$ cat src/rtl/usiPkg.sv
`default_nettype none

package usiPkg;

    // ------------------------------
    // Bus geometry
    // ------------------------------
    // Data word width, four serial bytes per word
    localparam int cBusBit = 32;

    // Address split as seen by a slave
    typedef struct packed {
        logic [3:0]  slaveId;
        logic [25:0] rsvd;
        logic [1:0]  regOfs;
    } usiAdrsField_t;

    // Same address word, raw or split
    typedef union packed {
        logic [cBusBit-1:0] raw;
        usiAdrsField_t      fields;
    } usiAdrs_u;

    // Master to slave request
    typedef struct packed {
        logic [cBusBit-1:0] wd;
        usiAdrs_u           adrs;
        logic               wCke;
        logic               rCke;
    } usiReq_t;

    // Slave to master response
    typedef struct packed {
        logic [cBusBit-1:0] rd;
        logic               vd;
    } usiRsp_t;

    // ------------------------------
    // Frame commands
    // ------------------------------
    // ASCII W and R
    localparam logic [7:0] cCmdWrite = 8'h57;
    localparam logic [7:0] cCmdRead  = 8'h52;

    // GPIO register map
    localparam logic [1:0] cRegLedEdge = 2'd0;
    localparam logic [1:0] cRegLedDiv  = 2'd1;
    localparam logic [1:0] cRegScratch = 2'd2;
    localparam logic [1:0] cRegId      = 2'd3;

endpackage

`default_nettype wire

$ cat src/rtl/uartRx.sv
`timescale 1ns/1ps
`default_nettype none

module uartRx #(
    parameter int pClkPerBit = 434
)(
    input  wire        sysClk,
    input  wire        rst,
    input  wire        rx,
    output logic [7:0] rxData,
    output logic       rxVd
);

    localparam int                 cCntBit  = $clog2(pClkPerBit);
    localparam logic [cCntBit-1:0] cBitEnd  = cCntBit'(pClkPerBit - 1);
    localparam logic [cCntBit-1:0] cHalfBit = cCntBit'(pClkPerBit / 2);

    typedef enum logic [1:0] {sIdle, sStart, sData, sStop} rxState_t;

    rxState_t           state;
    logic [1:0]         rxSync;
    logic [cCntBit-1:0] bitTimer;
    logic [2:0]         bitCnt;

    // Two-stage synchronizer, line idles high
    always_ff @(posedge sysClk)
    begin
        if (rst)
            rxSync <= 2'b11;
        else
            rxSync <= {rxSync[0], rx};
    end

    // ------------------------------
    // Bit timing FSM
    // ------------------------------
    always_ff @(posedge sysClk)
    begin
        if (rst)
        begin
            state    <= sIdle;
            bitTimer <= '0;
            bitCnt   <= '0;
            rxVd     <= 1'b0;
        end
        else
        begin
            rxVd <= 1'b0;
            case (state)
                sIdle:
                begin
                    bitTimer <= '0;
                    bitCnt   <= '0;
                    // Falling edge marks a start bit
                    if (!rxSync[1])
                        state <= sStart;
                end
                sStart:
                begin
                    if (bitTimer == cHalfBit)
                    begin
                        bitTimer <= '0;
                        // Glitch shorter than half a bit
                        state    <= rxSync[1] ? sIdle : sData;
                    end
                    else
                        bitTimer <= bitTimer + 1'b1;
                end
                sData:
                begin
                    if (bitTimer == cBitEnd)
                    begin
                        bitTimer <= '0;
                        bitCnt   <= bitCnt + 1'b1;
                        if (bitCnt == 3'd7)
                            state <= sStop;
                    end
                    else
                        bitTimer <= bitTimer + 1'b1;
                end
                sStop:
                begin
                    if (bitTimer == cBitEnd)
                    begin
                        // Bad stop bit drops the byte
                        rxVd  <= rxSync[1];
                        state <= sIdle;
                    end
                    else
                        bitTimer <= bitTimer + 1'b1;
                end
                default:
                    state <= sIdle;
            endcase
        end
    end

    // LSB first, sampled mid bit
    always_ff @(posedge sysClk)
    begin
        if (state == sData && bitTimer == cBitEnd)
            rxData <= {rxSync[1], rxData[7:1]};
    end

endmodule

`default_nettype wire

$ cat src/rtl/uartTx.sv
`timescale 1ns/1ps
`default_nettype none

module uartTx #(
    parameter int pClkPerBit = 434
)(
    input  wire        sysClk,
    input  wire        rst,
    input  wire        txStart,
    input  wire  [7:0] txData,
    output logic       tx,
    output logic       txBusy
);

    localparam int                 cCntBit = $clog2(pClkPerBit);
    localparam logic [cCntBit-1:0] cBitEnd = cCntBit'(pClkPerBit - 1);

    logic [cCntBit-1:0] bitTimer;
    // Start is bit 0, stop is bit 9
    logic [3:0]         bitCnt;
    // Data bits with the stop bit on top
    logic [8:0]         shiftReg;

    // ------------------------------
    // Frame sequencing
    // ------------------------------
    always_ff @(posedge sysClk)
    begin
        if (rst)
        begin
            tx       <= 1'b1;
            txBusy   <= 1'b0;
            bitTimer <= '0;
            bitCnt   <= '0;
        end
        else if (!txBusy)
        begin
            bitTimer <= '0;
            bitCnt   <= '0;
            if (txStart)
            begin
                // Start bit goes out at once
                txBusy <= 1'b1;
                tx     <= 1'b0;
            end
        end
        else if (bitTimer != cBitEnd)
            bitTimer <= bitTimer + 1'b1;
        else
        begin
            bitTimer <= '0;
            bitCnt   <= bitCnt + 1'b1;
            // End of stop bit
            if (bitCnt == 4'd9)
                txBusy <= 1'b0;
            else
                tx <= shiftReg[0];
        end
    end

    // Shifts in ones, so the stop bit follows d7
    always_ff @(posedge sysClk)
    begin
        if (!txBusy && txStart)
            shiftReg <= {1'b1, txData};
        else if (txBusy && bitTimer == cBitEnd)
            shiftReg <= {1'b1, shiftReg[8:1]};
    end

endmodule

`default_nettype wire

$ cat src/rtl/microControllerBlock.sv
`timescale 1ns/1ps
`default_nettype none

module microControllerBlock import usiPkg::*; #(
    parameter int pClkPerBit = 434
)(
    input  wire          sysClk,
    input  wire          rst,
    input  wire          uartRx,
    output wire          uartTx,
    output usiReq_t      mReq,
    input  wire usiRsp_t mRsp
);

    typedef enum logic [2:0] {sIdle, sAdrs, sData, sWait, sSend} mcbState_t;

    mcbState_t          state;
    logic [7:0]         rxData;
    logic               rxVd;
    logic               txStart;
    logic [7:0]         txData;
    logic               txBusy;
    logic               txBusyD;
    logic               txDone;
    logic [1:0]         byteCnt;
    logic [1:0]         sendCnt;
    logic               isRead;
    logic               lastByte;
    usiAdrs_u           adrsReg;
    logic [cBusBit-1:0] dataReg;
    logic [cBusBit-1:0] rdShift;
    logic               wCkeReg;
    logic               rCkeReg;

    // ------------------------------
    // Serial line
    // ------------------------------
    uartRx #(
        .pClkPerBit (pClkPerBit)
    ) rxInst (
        .sysClk (sysClk),
        .rst    (rst),
        .rx     (uartRx),
        .rxData (rxData),
        .rxVd   (rxVd)
    );

    uartTx #(
        .pClkPerBit (pClkPerBit)
    ) txInst (
        .sysClk  (sysClk),
        .rst     (rst),
        .txStart (txStart),
        .txData  (txData),
        .tx      (uartTx),
        .txBusy  (txBusy)
    );

    // One answer byte finished
    assign txDone   = txBusyD && !txBusy;
    // Fourth byte of an address or data word
    assign lastByte = rxVd && (byteCnt == 2'd3);

    // Bus request straight from the frame registers
    assign mReq = '{wd: dataReg, adrs: adrsReg, wCke: wCkeReg, rCke: rCkeReg};

    // ------------------------------
    // Frame parser FSM
    // ------------------------------
    always_ff @(posedge sysClk)
    begin
        if (rst)
        begin
            state   <= sIdle;
            byteCnt <= '0;
            sendCnt <= '0;
            isRead  <= 1'b0;
            wCkeReg <= 1'b0;
            rCkeReg <= 1'b0;
            txStart <= 1'b0;
            txBusyD <= 1'b0;
        end
        else
        begin
            // Strobes are single cycle
            wCkeReg <= 1'b0;
            rCkeReg <= 1'b0;
            txStart <= 1'b0;
            txBusyD <= txBusy;
            case (state)
                sIdle:
                begin
                    byteCnt <= '0;
                    // Unknown command bytes fall through
                    if (rxVd && (rxData == cCmdWrite || rxData == cCmdRead))
                    begin
                        isRead <= (rxData == cCmdRead);
                        state  <= sAdrs;
                    end
                end
                sAdrs:
                begin
                    if (rxVd)
                        byteCnt <= byteCnt + 1'b1;
                    if (lastByte)
                    begin
                        rCkeReg <= isRead;
                        state   <= isRead ? sWait : sData;
                    end
                end
                sData:
                begin
                    if (rxVd)
                        byteCnt <= byteCnt + 1'b1;
                    if (lastByte)
                    begin
                        wCkeReg <= 1'b1;
                        state   <= sIdle;
                    end
                end
                // Received bytes ignored until the answer is out
                sWait:
                begin
                    if (mRsp.vd)
                    begin
                        txStart <= 1'b1;
                        sendCnt <= '0;
                        state   <= sSend;
                    end
                end
                sSend:
                begin
                    if (txDone)
                    begin
                        if (sendCnt == 2'd3)
                            state <= sIdle;
                        else
                        begin
                            sendCnt <= sendCnt + 1'b1;
                            txStart <= 1'b1;
                        end
                    end
                end
                default:
                    state <= sIdle;
            endcase
        end
    end

    // Word assembly and answer shifting, MSB first
    always_ff @(posedge sysClk)
    begin
        if (rxVd && state == sAdrs)
            adrsReg.raw <= {adrsReg.raw[cBusBit-9:0], rxData};
        if (rxVd && state == sData)
            dataReg <= {dataReg[cBusBit-9:0], rxData};
        if (state == sWait && mRsp.vd)
        begin
            txData  <= mRsp.rd[cBusBit-1:cBusBit-8];
            rdShift <= {mRsp.rd[cBusBit-9:0], 8'h00};
        end
        else if (state == sSend && txDone)
        begin
            txData  <= rdShift[cBusBit-1:cBusBit-8];
            rdShift <= {rdShift[cBusBit-9:0], 8'h00};
        end
    end

endmodule

`default_nettype wire

$ cat src/rtl/usiBus.sv
`timescale 1ns/1ps
`default_nettype none

module usiBus import usiPkg::*; #(
    parameter int pBusNum = 2
)(
    input  wire          sysClk,
    input  wire          rst,
    input  wire usiReq_t mReq,
    output usiRsp_t      mRsp,
    output usiReq_t      sReq [pBusNum],
    input  wire usiRsp_t sRsp [pBusNum]
);

    logic [cBusBit-1:0] reqWd;
    usiAdrs_u           reqAdrs;
    logic               reqWCke;
    logic               reqRCke;
    logic               reqInRange;
    logic [3:0]         selId;
    logic               oorRd;
    usiRsp_t            selRsp;

    // ------------------------------
    // Request stage
    // ------------------------------
    always_ff @(posedge sysClk)
    begin
        reqWd   <= mReq.wd;
        reqAdrs <= mReq.adrs;
    end

    always_ff @(posedge sysClk)
    begin
        if (rst)
        begin
            reqWCke <= 1'b0;
            reqRCke <= 1'b0;
        end
        else
        begin
            reqWCke <= mReq.wCke;
            reqRCke <= mReq.rCke;
        end
    end

    assign reqInRange = int'(reqAdrs.fields.slaveId) < pBusNum;

    // Payload to all, strobes only to the addressed slave
    always_comb
    begin
        for (int i = 0; i < pBusNum; i++)
        begin
            sReq[i].wd   = reqWd;
            sReq[i].adrs = reqAdrs;
            sReq[i].wCke = reqWCke && (reqAdrs.fields.slaveId == 4'(i));
            sReq[i].rCke = reqRCke && (reqAdrs.fields.slaveId == 4'(i));
        end
    end

    // ------------------------------
    // Response stage
    // ------------------------------
    // Slave id follows the request to the answer cycle
    always_ff @(posedge sysClk)
    begin
        if (rst)
        begin
            selId <= '0;
            oorRd <= 1'b0;
        end
        else
        begin
            selId <= reqAdrs.fields.slaveId;
            // No slave there, answer locally
            oorRd <= reqRCke && !reqInRange;
        end
    end

    // Out of range id selects nothing, so rd stays zero
    always_comb
    begin
        selRsp = '0;
        for (int i = 0; i < pBusNum; i++)
        begin
            if (selId == 4'(i))
                selRsp = sRsp[i];
        end
    end

    always_ff @(posedge sysClk)
    begin
        if (rst)
            mRsp <= '0;
        else
            mRsp <= '{rd: selRsp.rd, vd: selRsp.vd | oorRd};
    end

endmodule

`default_nettype wire

$ cat src/rtl/gpioBlock.sv
`timescale 1ns/1ps
`default_nettype none

module gpioBlock import usiPkg::*; #(
    parameter int pSlaveId = 0
)(
    input  wire          sysClk,
    input  wire          rst,
    input  wire usiReq_t sReq,
    output usiRsp_t      sRsp,
    output logic [1:0]   ledEdge,
    output logic         ledClk
);

    logic [1:0]         regOfs;
    logic [1:0]         edgeReg;
    logic [cBusBit-1:0] divReg;
    logic [cBusBit-1:0] scratchReg;
    logic [cBusBit-1:0] divCnt;

    // Slave only looks at the low address bits
    assign regOfs  = sReq.adrs.fields.regOfs;
    assign ledEdge = edgeReg;

    // ------------------------------
    // Register writes
    // ------------------------------
    always_ff @(posedge sysClk)
    begin
        if (rst)
        begin
            edgeReg    <= '0;
            divReg     <= '0;
            scratchReg <= '0;
        end
        else if (sReq.wCke)
        begin
            case (regOfs)
                cRegLedEdge: edgeReg    <= sReq.wd[1:0];
                cRegLedDiv:  divReg     <= sReq.wd;
                cRegScratch: scratchReg <= sReq.wd;
                // Identity is read only
                default:     ;
            endcase
        end
    end

    // Read answer one cycle after rCke
    always_ff @(posedge sysClk)
    begin
        if (rst)
            sRsp <= '0;
        else
        begin
            sRsp.vd <= sReq.rCke;
            if (sReq.rCke)
            begin
                case (regOfs)
                    cRegLedEdge: sRsp.rd <= cBusBit'(edgeReg);
                    cRegLedDiv:  sRsp.rd <= divReg;
                    cRegScratch: sRsp.rd <= scratchReg;
                    default:     sRsp.rd <= cBusBit'(pSlaveId);
                endcase
            end
        end
    end

    // ------------------------------
    // LED clock divider
    // ------------------------------
    // Half period is divReg plus 1 cycles
    always_ff @(posedge sysClk)
    begin
        if (rst)
        begin
            divCnt <= '0;
            ledClk <= 1'b0;
        end
        else if (divReg == '0)
        begin
            // Divider off, LED held low
            divCnt <= '0;
            ledClk <= 1'b0;
        end
        else if (divCnt >= divReg)
        begin
            // Also catches a shrunk divider
            divCnt <= '0;
            ledClk <= !ledClk;
        end
        else
            divCnt <= divCnt + 1'b1;
    end

endmodule

`default_nettype wire

$ cat src/rtl/processor.sv
`timescale 1ns/1ps
`default_nettype none

module processor import usiPkg::*; #(
    parameter int pBusNum    = 2,
    parameter int pClkPerBit = 434
)(
    input  wire                   sysClk,
    input  wire                   rst,
    input  wire                   uartRx,
    output wire                   uartTx,
    output wire [2*pBusNum-1:0]   ledEdge,
    output wire [pBusNum-1:0]     ledClk
);

    // Master side of the bus
    usiReq_t mReq;
    usiRsp_t mRsp;
    // Slave side, one entry per GPIO block
    usiReq_t sReq [pBusNum];
    usiRsp_t sRsp [pBusNum];

    // ------------------------------
    // Bus master
    // ------------------------------
    microControllerBlock #(
        .pClkPerBit (pClkPerBit)
    ) mcbInst (
        .sysClk (sysClk),
        .rst    (rst),
        .uartRx (uartRx),
        .uartTx (uartTx),
        .mReq   (mReq),
        .mRsp   (mRsp)
    );

    // Registered interconnect
    usiBus #(
        .pBusNum (pBusNum)
    ) busInst (
        .sysClk (sysClk),
        .rst    (rst),
        .mReq   (mReq),
        .mRsp   (mRsp),
        .sReq   (sReq),
        .sRsp   (sRsp)
    );

    // ------------------------------
    // GPIO slaves
    // ------------------------------
    // Slave number equals bus port index
    for (genvar i = 0; i < pBusNum; i++)
    begin : genGpio
        gpioBlock #(
            .pSlaveId (i)
        ) gpioInst (
            .sysClk  (sysClk),
            .rst     (rst),
            .sReq    (sReq[i]),
            .sRsp    (sRsp[i]),
            .ledEdge (ledEdge[2*i +: 2]),
            .ledClk  (ledClk[i])
        );
    end

endmodule

`default_nettype wire

$ cat config.mk
export PLATFORM = sky130hd
export DESIGN_NAME = processor
export DESIGN_NICKNAME = d
export VERILOG_FILES = /design/src/rtl/usiPkg.sv /design/src/rtl/uartRx.sv /design/src/rtl/uartTx.sv /design/src/rtl/microControllerBlock.sv /design/src/rtl/usiBus.sv /design/src/rtl/gpioBlock.sv /design/src/rtl/processor.sv
export SDC_FILE = /design/constraint.sdc
export NUM_CORES = 1
export LEC_CHECK = 0
export BUFFER_PORTS_ARGS = -buffer_cell sky130_fd_sc_hd__buf_2
export CORE_ASPECT_RATIO = 1.5
export CORE_UTILIZATION = 55
export DETAILED_ROUTE_END_ITERATION = 10
export PLACE_DENSITY = 0.71
export SETUP_SLACK_MARGIN = 0.1
export SLEW_MARGIN = 20
export SYNTH_ARGS = -nofsm -noshare
export SYNTH_HDL_FRONTEND = slang
export SYNTH_HIERARCHICAL = 1
export SYNTH_SLANG_ARGS = --single-unit
$ cat constraint.sdc
create_clock -name sysClk -period 5.84 [get_ports sysClk]
set_clock_uncertainty 0.15 [all_clocks]
set_input_delay 0.292 -clock sysClk [delete_from_list [all_inputs] [get_ports sysClk]]
set_output_delay 0.292 -clock sysClk [all_outputs]
set_load 0.03 [all_outputs]
==> metrics.yaml, run 1 <==
worst_setup_path:
  crit_path_start: "genGpio[0].gpioInst/divCnt[0]"
  critPathKind: "reg2reg"
  worstPathMaxFanout: 32
  crit_required_ps: 6160
  r2r-start: "genGpio[0].gpioInst/divCnt[0]"
  r2r_slack_ps: 2580
  critPathCaptureType: "register"
  arrival_ps: 3580
  crit_path_start_kind: "register"
sta:
  finalSetupViolCount: 0
  worst_pin_slew_ps: 992.1
  setup_ws_ps: 2576
  setup_tns_ps: 0
  hold_ws_ps: 190.3
  slew_violations: 0
  fin_crit_ps: 3264
  max_freq_mhz: 306.4
  grt_setup_unrepaired: "no"
  period_share: 0.5589
  relSlewSlack: 0.3386
  finalHoldViolCount: 0
layout:
  layout.nets: 2053
  n_antenna_cell: 0
  area_delta_synth_final_pct: 7.290
  design_area_sq_mm: 0.02167
  drive_above_1_share: 0.1035
  fill_cells: 3012
clock_network:
  post_cts_resize_count: 0
  cts_tree: "yes"
  ctsLongestPathBuffers: 3
  cts_buffers: 44
  clk_latency_ps: 560
  cts-root-buf: "clkbuf_16"
  htree_levels: 2
  clk_pin_slew_ps: 60
  cts.sinks: 484
detailed_routing:
  wl_per_cell_um: 18.07
  firstDrtPassIters: 5
  vias: 14109
  wl_um: 44950
  drt-vias-per-instance: 5.673
  drt.antenna.violating_nets: 0
  route.detailed.drc: 0
  drt_iter0_markers: 1064
flow_run:
  cap_violations: 0
grt:
  antenna_found_initial: 0
  grt_pass1_vias: 13560
  grt_first_pass_wirelength_um: 72360
  overflow: 0
  grt.total_usage: 0.2469
  grt_max_degree: 94
yosys:
  netlist_area_sq_mm: 0.02020
  yosys_warnings: 6
  synth.avg_cell_area_sq_um: 9.878
  synthCells: 2045
  syn_nets: 2124
die:
  die_y_um: 236.7
  die_w_um: 158.5
  num_rows: 85
  core_sq_mm: 0.03605
  fp.dieArea_sq_mm: 0.03751
  io_pins: 10
  start_util: 0.5603
pwr:
  p_leak_nw: 7.244
  p_per_area_mw_per_mm2: 292.6
  ir_worst_vdd_uv: 275.5
place:
  dp_hpwl_um: 30970
  gp_congestion: 0.8782
  place_ws_ps: 2708
  place_area_sq_mm: 0.02021
  place.port_buffers: 9
min_path:
  hold_class: "reg2reg"
  worstHoldStart: "mcbInst/dataReg[24]"
run_status:
  status: "finished clean"
[cells in the final DEF (no fill, tap or decap), drive strengths merged, types with 5 or more instances in the layout]
cell type and count:
dfxtp 386, nand2 315, nor2 204, a21oi 167, edfxtp 98, inv 90
ha 76, a211oi 67, clkbuf 62, a22oi 61, mux2i 46, xnor2 38
nand3 33, mux2 32, xor2 31, nand4 27, buf 27, and3 22
nor3 21, nor4 20, nor2b 16, and4 15, o21ai 14, clkinv 14
nand2b 12, and2 10, a21o 8, o22ai 7, o21a 7, or3 7
and3b 5, or4 5
[layer usage]
layer,vias to the layer above,routed length [um],track usage
met5,-,0,0
met4,0,1926,0.1128
met3,87,1869,0.03020
met2,318,22680,0.4253
met1,6772,18470,0.3047
li1,6932,-,-
[path summary, 6_finish.rpt]
check | to | cells after the start
worst max-delay path | genGpio[0].gpioInst/divCnt[3] | 8
worst min-delay path | busInst/reqWd[24] | 0
worst max register to register | genGpio[0].gpioInst/divCnt[3] | 8
worst min register to register | busInst/reqWd[24] | 0
[area by class of cell]
| cell class | count | area, sq um | share of cell area |
|---|---|---|---|
| clock buffer | 62 | 1262 | 0.05825 |
| clock inverter | 19 | 162.7 | 0.007505 |
| inverter | 89 | 334.1 | 0.01541 |
| multi-input combinational | 1326 | 8434 | 0.3892 |
| sequential | 484 | 10670 | 0.4924 |
| tap | 478 | 598.1 | 0.02759 |
| timing repair buffer | 29 | 210.2 | 0.009699 |
[registers in the layout, indices dropped and copies added (netlist names), 6 cells and up, named ones only]
signal	flops
genGpio.gpioInst/sRsp	66
genGpio.gpioInst/divCnt	64
genGpio.gpioInst/divReg	64
genGpio.gpioInst/scratchReg	64
busInst/mRsp	33
busInst/reqWd	32
mcbInst/dataReg	32
mcbInst/rdShift	24
mcbInst/adrsReg	18
mcbInst/rxInst/bitTimer	9
mcbInst/txInst/bitTimer	9
mcbInst/rxInst/rxData	8
mcbInst/txData	8
mcbInst/txInst/shiftReg	8
busInst/reqAdrs	6
[report_power, final]
| group | internal (mW) | switching [mW] | total (mW) |
|---|---|---|---|
| registers | 3.40 | 0.0154 | 3.41 |
| clock network | 1.61 | 1.23 | 2.84 |
| logic | 0.0295 | 0.0619 | 0.0914 |
| total | 5.03 | 1.31 | 6.34 |
[critical path, cell delays in order, from the launching register on]
cell and delay, ps:
dfxtp_1 380, inv_1 60, ha_1 260, nand2b_1 130, a2111oi_0 620, a2111oi_0 230
o41ai_2 450, nand3b_2 610, nor2_1 270
[what timing repair did]
item                                    4_1_cts  5_1_grt
hold buffers                                  2        0
endpoints found under the hold margin        36        0
endpoints found under the setup margin        0        0
setup buffers                                 0        0
[per-stage QoR]
| stage | std cells | power, mW | util |
|---|---|---|---|
| CTS | 2486 | 6.397 | 0.6008 |
| detailed placement | 2403 | 3.578 | 0.5607 |
| global route | 2487 | 6.541 | 0.6011 |
| floorplan | 2045 | 3.563 | - |
| global placement | 2403 | 3.577 | 0.5606 |
| finish | 2487 | 6.342 | 0.6011 |
No activity file was read; power rests on OpenSTA's default activity.
==> run 2: changes to the inputs <==
- PLACE_DENSITY: 0.71 -> 0.73
- clock period: 5.84 -> 2.71 ns (I/O delays scaled with it)
==> run 2 against run 1 <==
Worst setup slack lost 2300 ps. Sequential cell count is the same. Combinational power grew 140%. Sequential power grew 120%. Via count grew 1.2%. Die area is the same. Register-to-register slack lost 2300 ps. Critical path type unchanged.
==> metrics.yaml, run 2 (synthesis gave the netlist of run 1 again) <==
min_path:
  hold_class: "reg2reg"
  worstHoldStart: "mcbInst/adrsReg[1]"
  min_to: "busInst/reqAdrs[1]"
  hold_path_depth: 0
detailed_routing:
  firstDrtPassIters: 6
  wl_per_cell_um: 18.15
  drt_iter0_markers: 1204
  route.detailed.drc: 0
  drt.antenna.violating_nets: 0
  wl_um: 45630
  drt-vias-per-instance: 5.680
  vias: 14279
worst_setup_path:
  crit_path_start_kind: "register"
  critPathKind: "reg2reg"
  r2r_cells: 9
  path_cells: "inv_1 -> ha_1 -> nand2b_1 -> a2111oi_4 -> a2111oi_4 -> o41ai_4 -> nand3b_2 -> buf_4 -> nor2_1"
  slowest_delay_ps: 440
  arrival_ps: 2820
  cp_slowest_cell: "a2111oi_4"
  r2r-end: "genGpio[0].gpioInst/divCnt[8]"
  r2r_slack_ps: 240
  worstPathMaxFanout: 13
  path_buf_inv: 2
  critPathCaptureType: "register"
  crit_family: "compound AO/OA/AOI/OAI gates"
  r2r-start: "genGpio[0].gpioInst/divCnt[0]"
  crit_top_cell: "a2111oi_4"
  crit_required_ps: 3060
layout:
  final_common_cell: "dfxtp_1"
  drive_above_1_share: 0.1179
  design_area_sq_mm: 0.02217
  largest_reg_flops: 66
  final_cell_mix: "dfxtp_1 (385), nand2_1 (314), nor2_1 (168)"
  area_delta_synth_final_pct: 9.756
  fill_cells: 2876
  layout.nets: 2079
  n_antenna_cell: 0
  top_register: "genGpio.gpioInst/sRsp"
die:
  num_rows: 85
  fp.dieArea_sq_mm: 0.03751
  die_w_um: 158.5
  io_pins: 10
  core_sq_mm: 0.03605
  die_y_um: 236.7
  start_util: 0.5603
place:
  place_ws_ps: 36.91
  dp_hpwl_um: 31240
  place_area_sq_mm: 0.02046
  gp_congestion: 0.9123
  place.port_buffers: 9
sta:
  fin_crit_ps: 2470
  grt_setup_unrepaired: "yes"
  finalSetupViolCount: 0
  slew_violations: 0
  relSlewSlack: 0.3696
  max_freq_mhz: 404.9
  period_share: 0.9115
  setup_tns_ps: 0
  finalHoldViolCount: 0
  worst_pin_slew_ps: 945.7
  setup_ws_ps: 240.0
pwr:
  combinationalPowerShare: 0.015
  p_int_mw: 11.43
  swShare: 0.2041
  ir_worst_vdd_uv: 684.2
  sequentialPowerShare: 0.512
  pwr-share-clk: 0.473
  p_leak_nw: 7.403
  p_sw_mw: 2.930
  p_per_area_mw_per_mm2: 647.5
flow_run:
  cap_violations: 0
grt:
  use_met1: 0.2951
  grt-busiest-layer: "met2"
  antenna_found_initial: 0
  use_met2: 0.4211
  grt_use_met3: 0.02837
  grt_max_degree: 164
  grt_pass1_vias: 13928
  grt_first_pass_wirelength_um: 72950
  grt.total_usage: 0.2496
  overflow: 0
clock_network:
  htree_levels: 2
  clk_pin_slew_ps: 70
  cts_buffers: 45
  postCtsSetupBuffers: 0
  clk_latency_ps: 570
  cts.sinks: 484
  ctsLongestPathBuffers: 3
  cts_tree: "yes"
  cts-root-buf: "clkbuf_16"
run_status:
  status: "finished clean"
run 2: cell types whose count changed in the layout (fill, tap and decap cells not counted), sizes merged:
cell | previous run | this run
buf | 27 | 50
bufinv | 2 | 7
clkbuf | 62 | 67
clkinv | 14 | 7
clkinvlp | 2 | 1
dlygate4sd3 | 2 | 3
nand3b | 3 | 4
run 2: metrics by stage:
| stage | std cells | util | hold slack, ps | total power [mW] |
|---|---|---|---|---|
| floorplan | 2045 | - | 57.11 | 7.681 |
| global placement | 2427 | 0.5674 | 170.0 | 7.716 |
| detailed placement | 2427 | 0.5674 | 171.0 | 7.721 |
| CTS | 2513 | 0.6130 | 192.0 | 14.45 |
| global route | 2514 | 0.6150 | 202.0 | 14.75 |
| finish | 2514 | 0.6150 | 190.2 | 14.36 |
run 2: how the worst max path moves through the flow:
stage	start	end	slack (ps)	cells after the start
floorplan	mcbInst/state[2]	mcbInst/dataReg[0]	260	2
global placement	genGpio[0].gpioInst/divCnt[0]	genGpio[0].gpioInst/divCnt[14]	90	9
detailed placement	genGpio[0].gpioInst/divCnt[0]	genGpio[0].gpioInst/divCnt[27]	40	9
CTS	genGpio[1].gpioInst/divReg[14]	genGpio[1].gpioInst/divCnt[29]	110	8
global route	genGpio[1].gpioInst/divReg[14]	genGpio[1].gpioInst/divCnt[31]	80	8
finish	genGpio[0].gpioInst/divCnt[0]	genGpio[0].gpioInst/divCnt[8]	240	9
run 2: worst register-to-register path, delay by kind of cell, from the launching register on:
kind | cells | cell delay (ps)
flip-flops | 1 | 370
AND/OR/NAND/NOR | 3 | 430
buffers and inverters | 2 | 260
AO/OA/AOI/OAI | 3 | 940
adder cells (fa/ha/maj) | 1 | 260
run 2: cell type report:
type,instances,area (sq um),area share
Timing Repair Buffer,53,455.4,0.02054
Multi-Input combinational cell,1327,8501,0.3834
Inverter,89,334.1,0.01507
Clock inverter,16,312.8,0.01411
Sequential cell,484,10670,0.4813
Tap cell,478,598.1,0.02698
Clock buffer,67,1299,0.05858
run 2: power groups by stage:
| stage | combinational [mW] | clock (mW) | sequential, mW |
|---|---|---|---|
| after global routing | 0.239 | 7.17 | 7.34 |
| after CTS | 0.219 | 6.89 | 7.35 |
| final | 0.221 | 6.79 | 7.35 |
| after floorplan | 0.189 | 0 | 7.49 |
| after detailed placement | 0.214 | 0 | 7.51 |
| after global placement | 0.210 | 0 | 7.51 |
run 2: timing repair:
item                                    CTS  global route
resized for setup                         2             8
gates cloned                              0             1
hold endpoints to repair                 33             0
endpoints found under the setup margin   32            65
pin swaps                                 0             3
hold buffers                              3             0
run 2: per-layer routing:
| layer | up-vias | wire (um) |
|---|---|---|
| li1 | 6988 | - |
| met4 | 0 | 3193 |
| met5 | - | 0 |
| met3 | 110 | 1825 |
| met2 | 397 | 22620 |
| met1 | 6784 | 18000 |
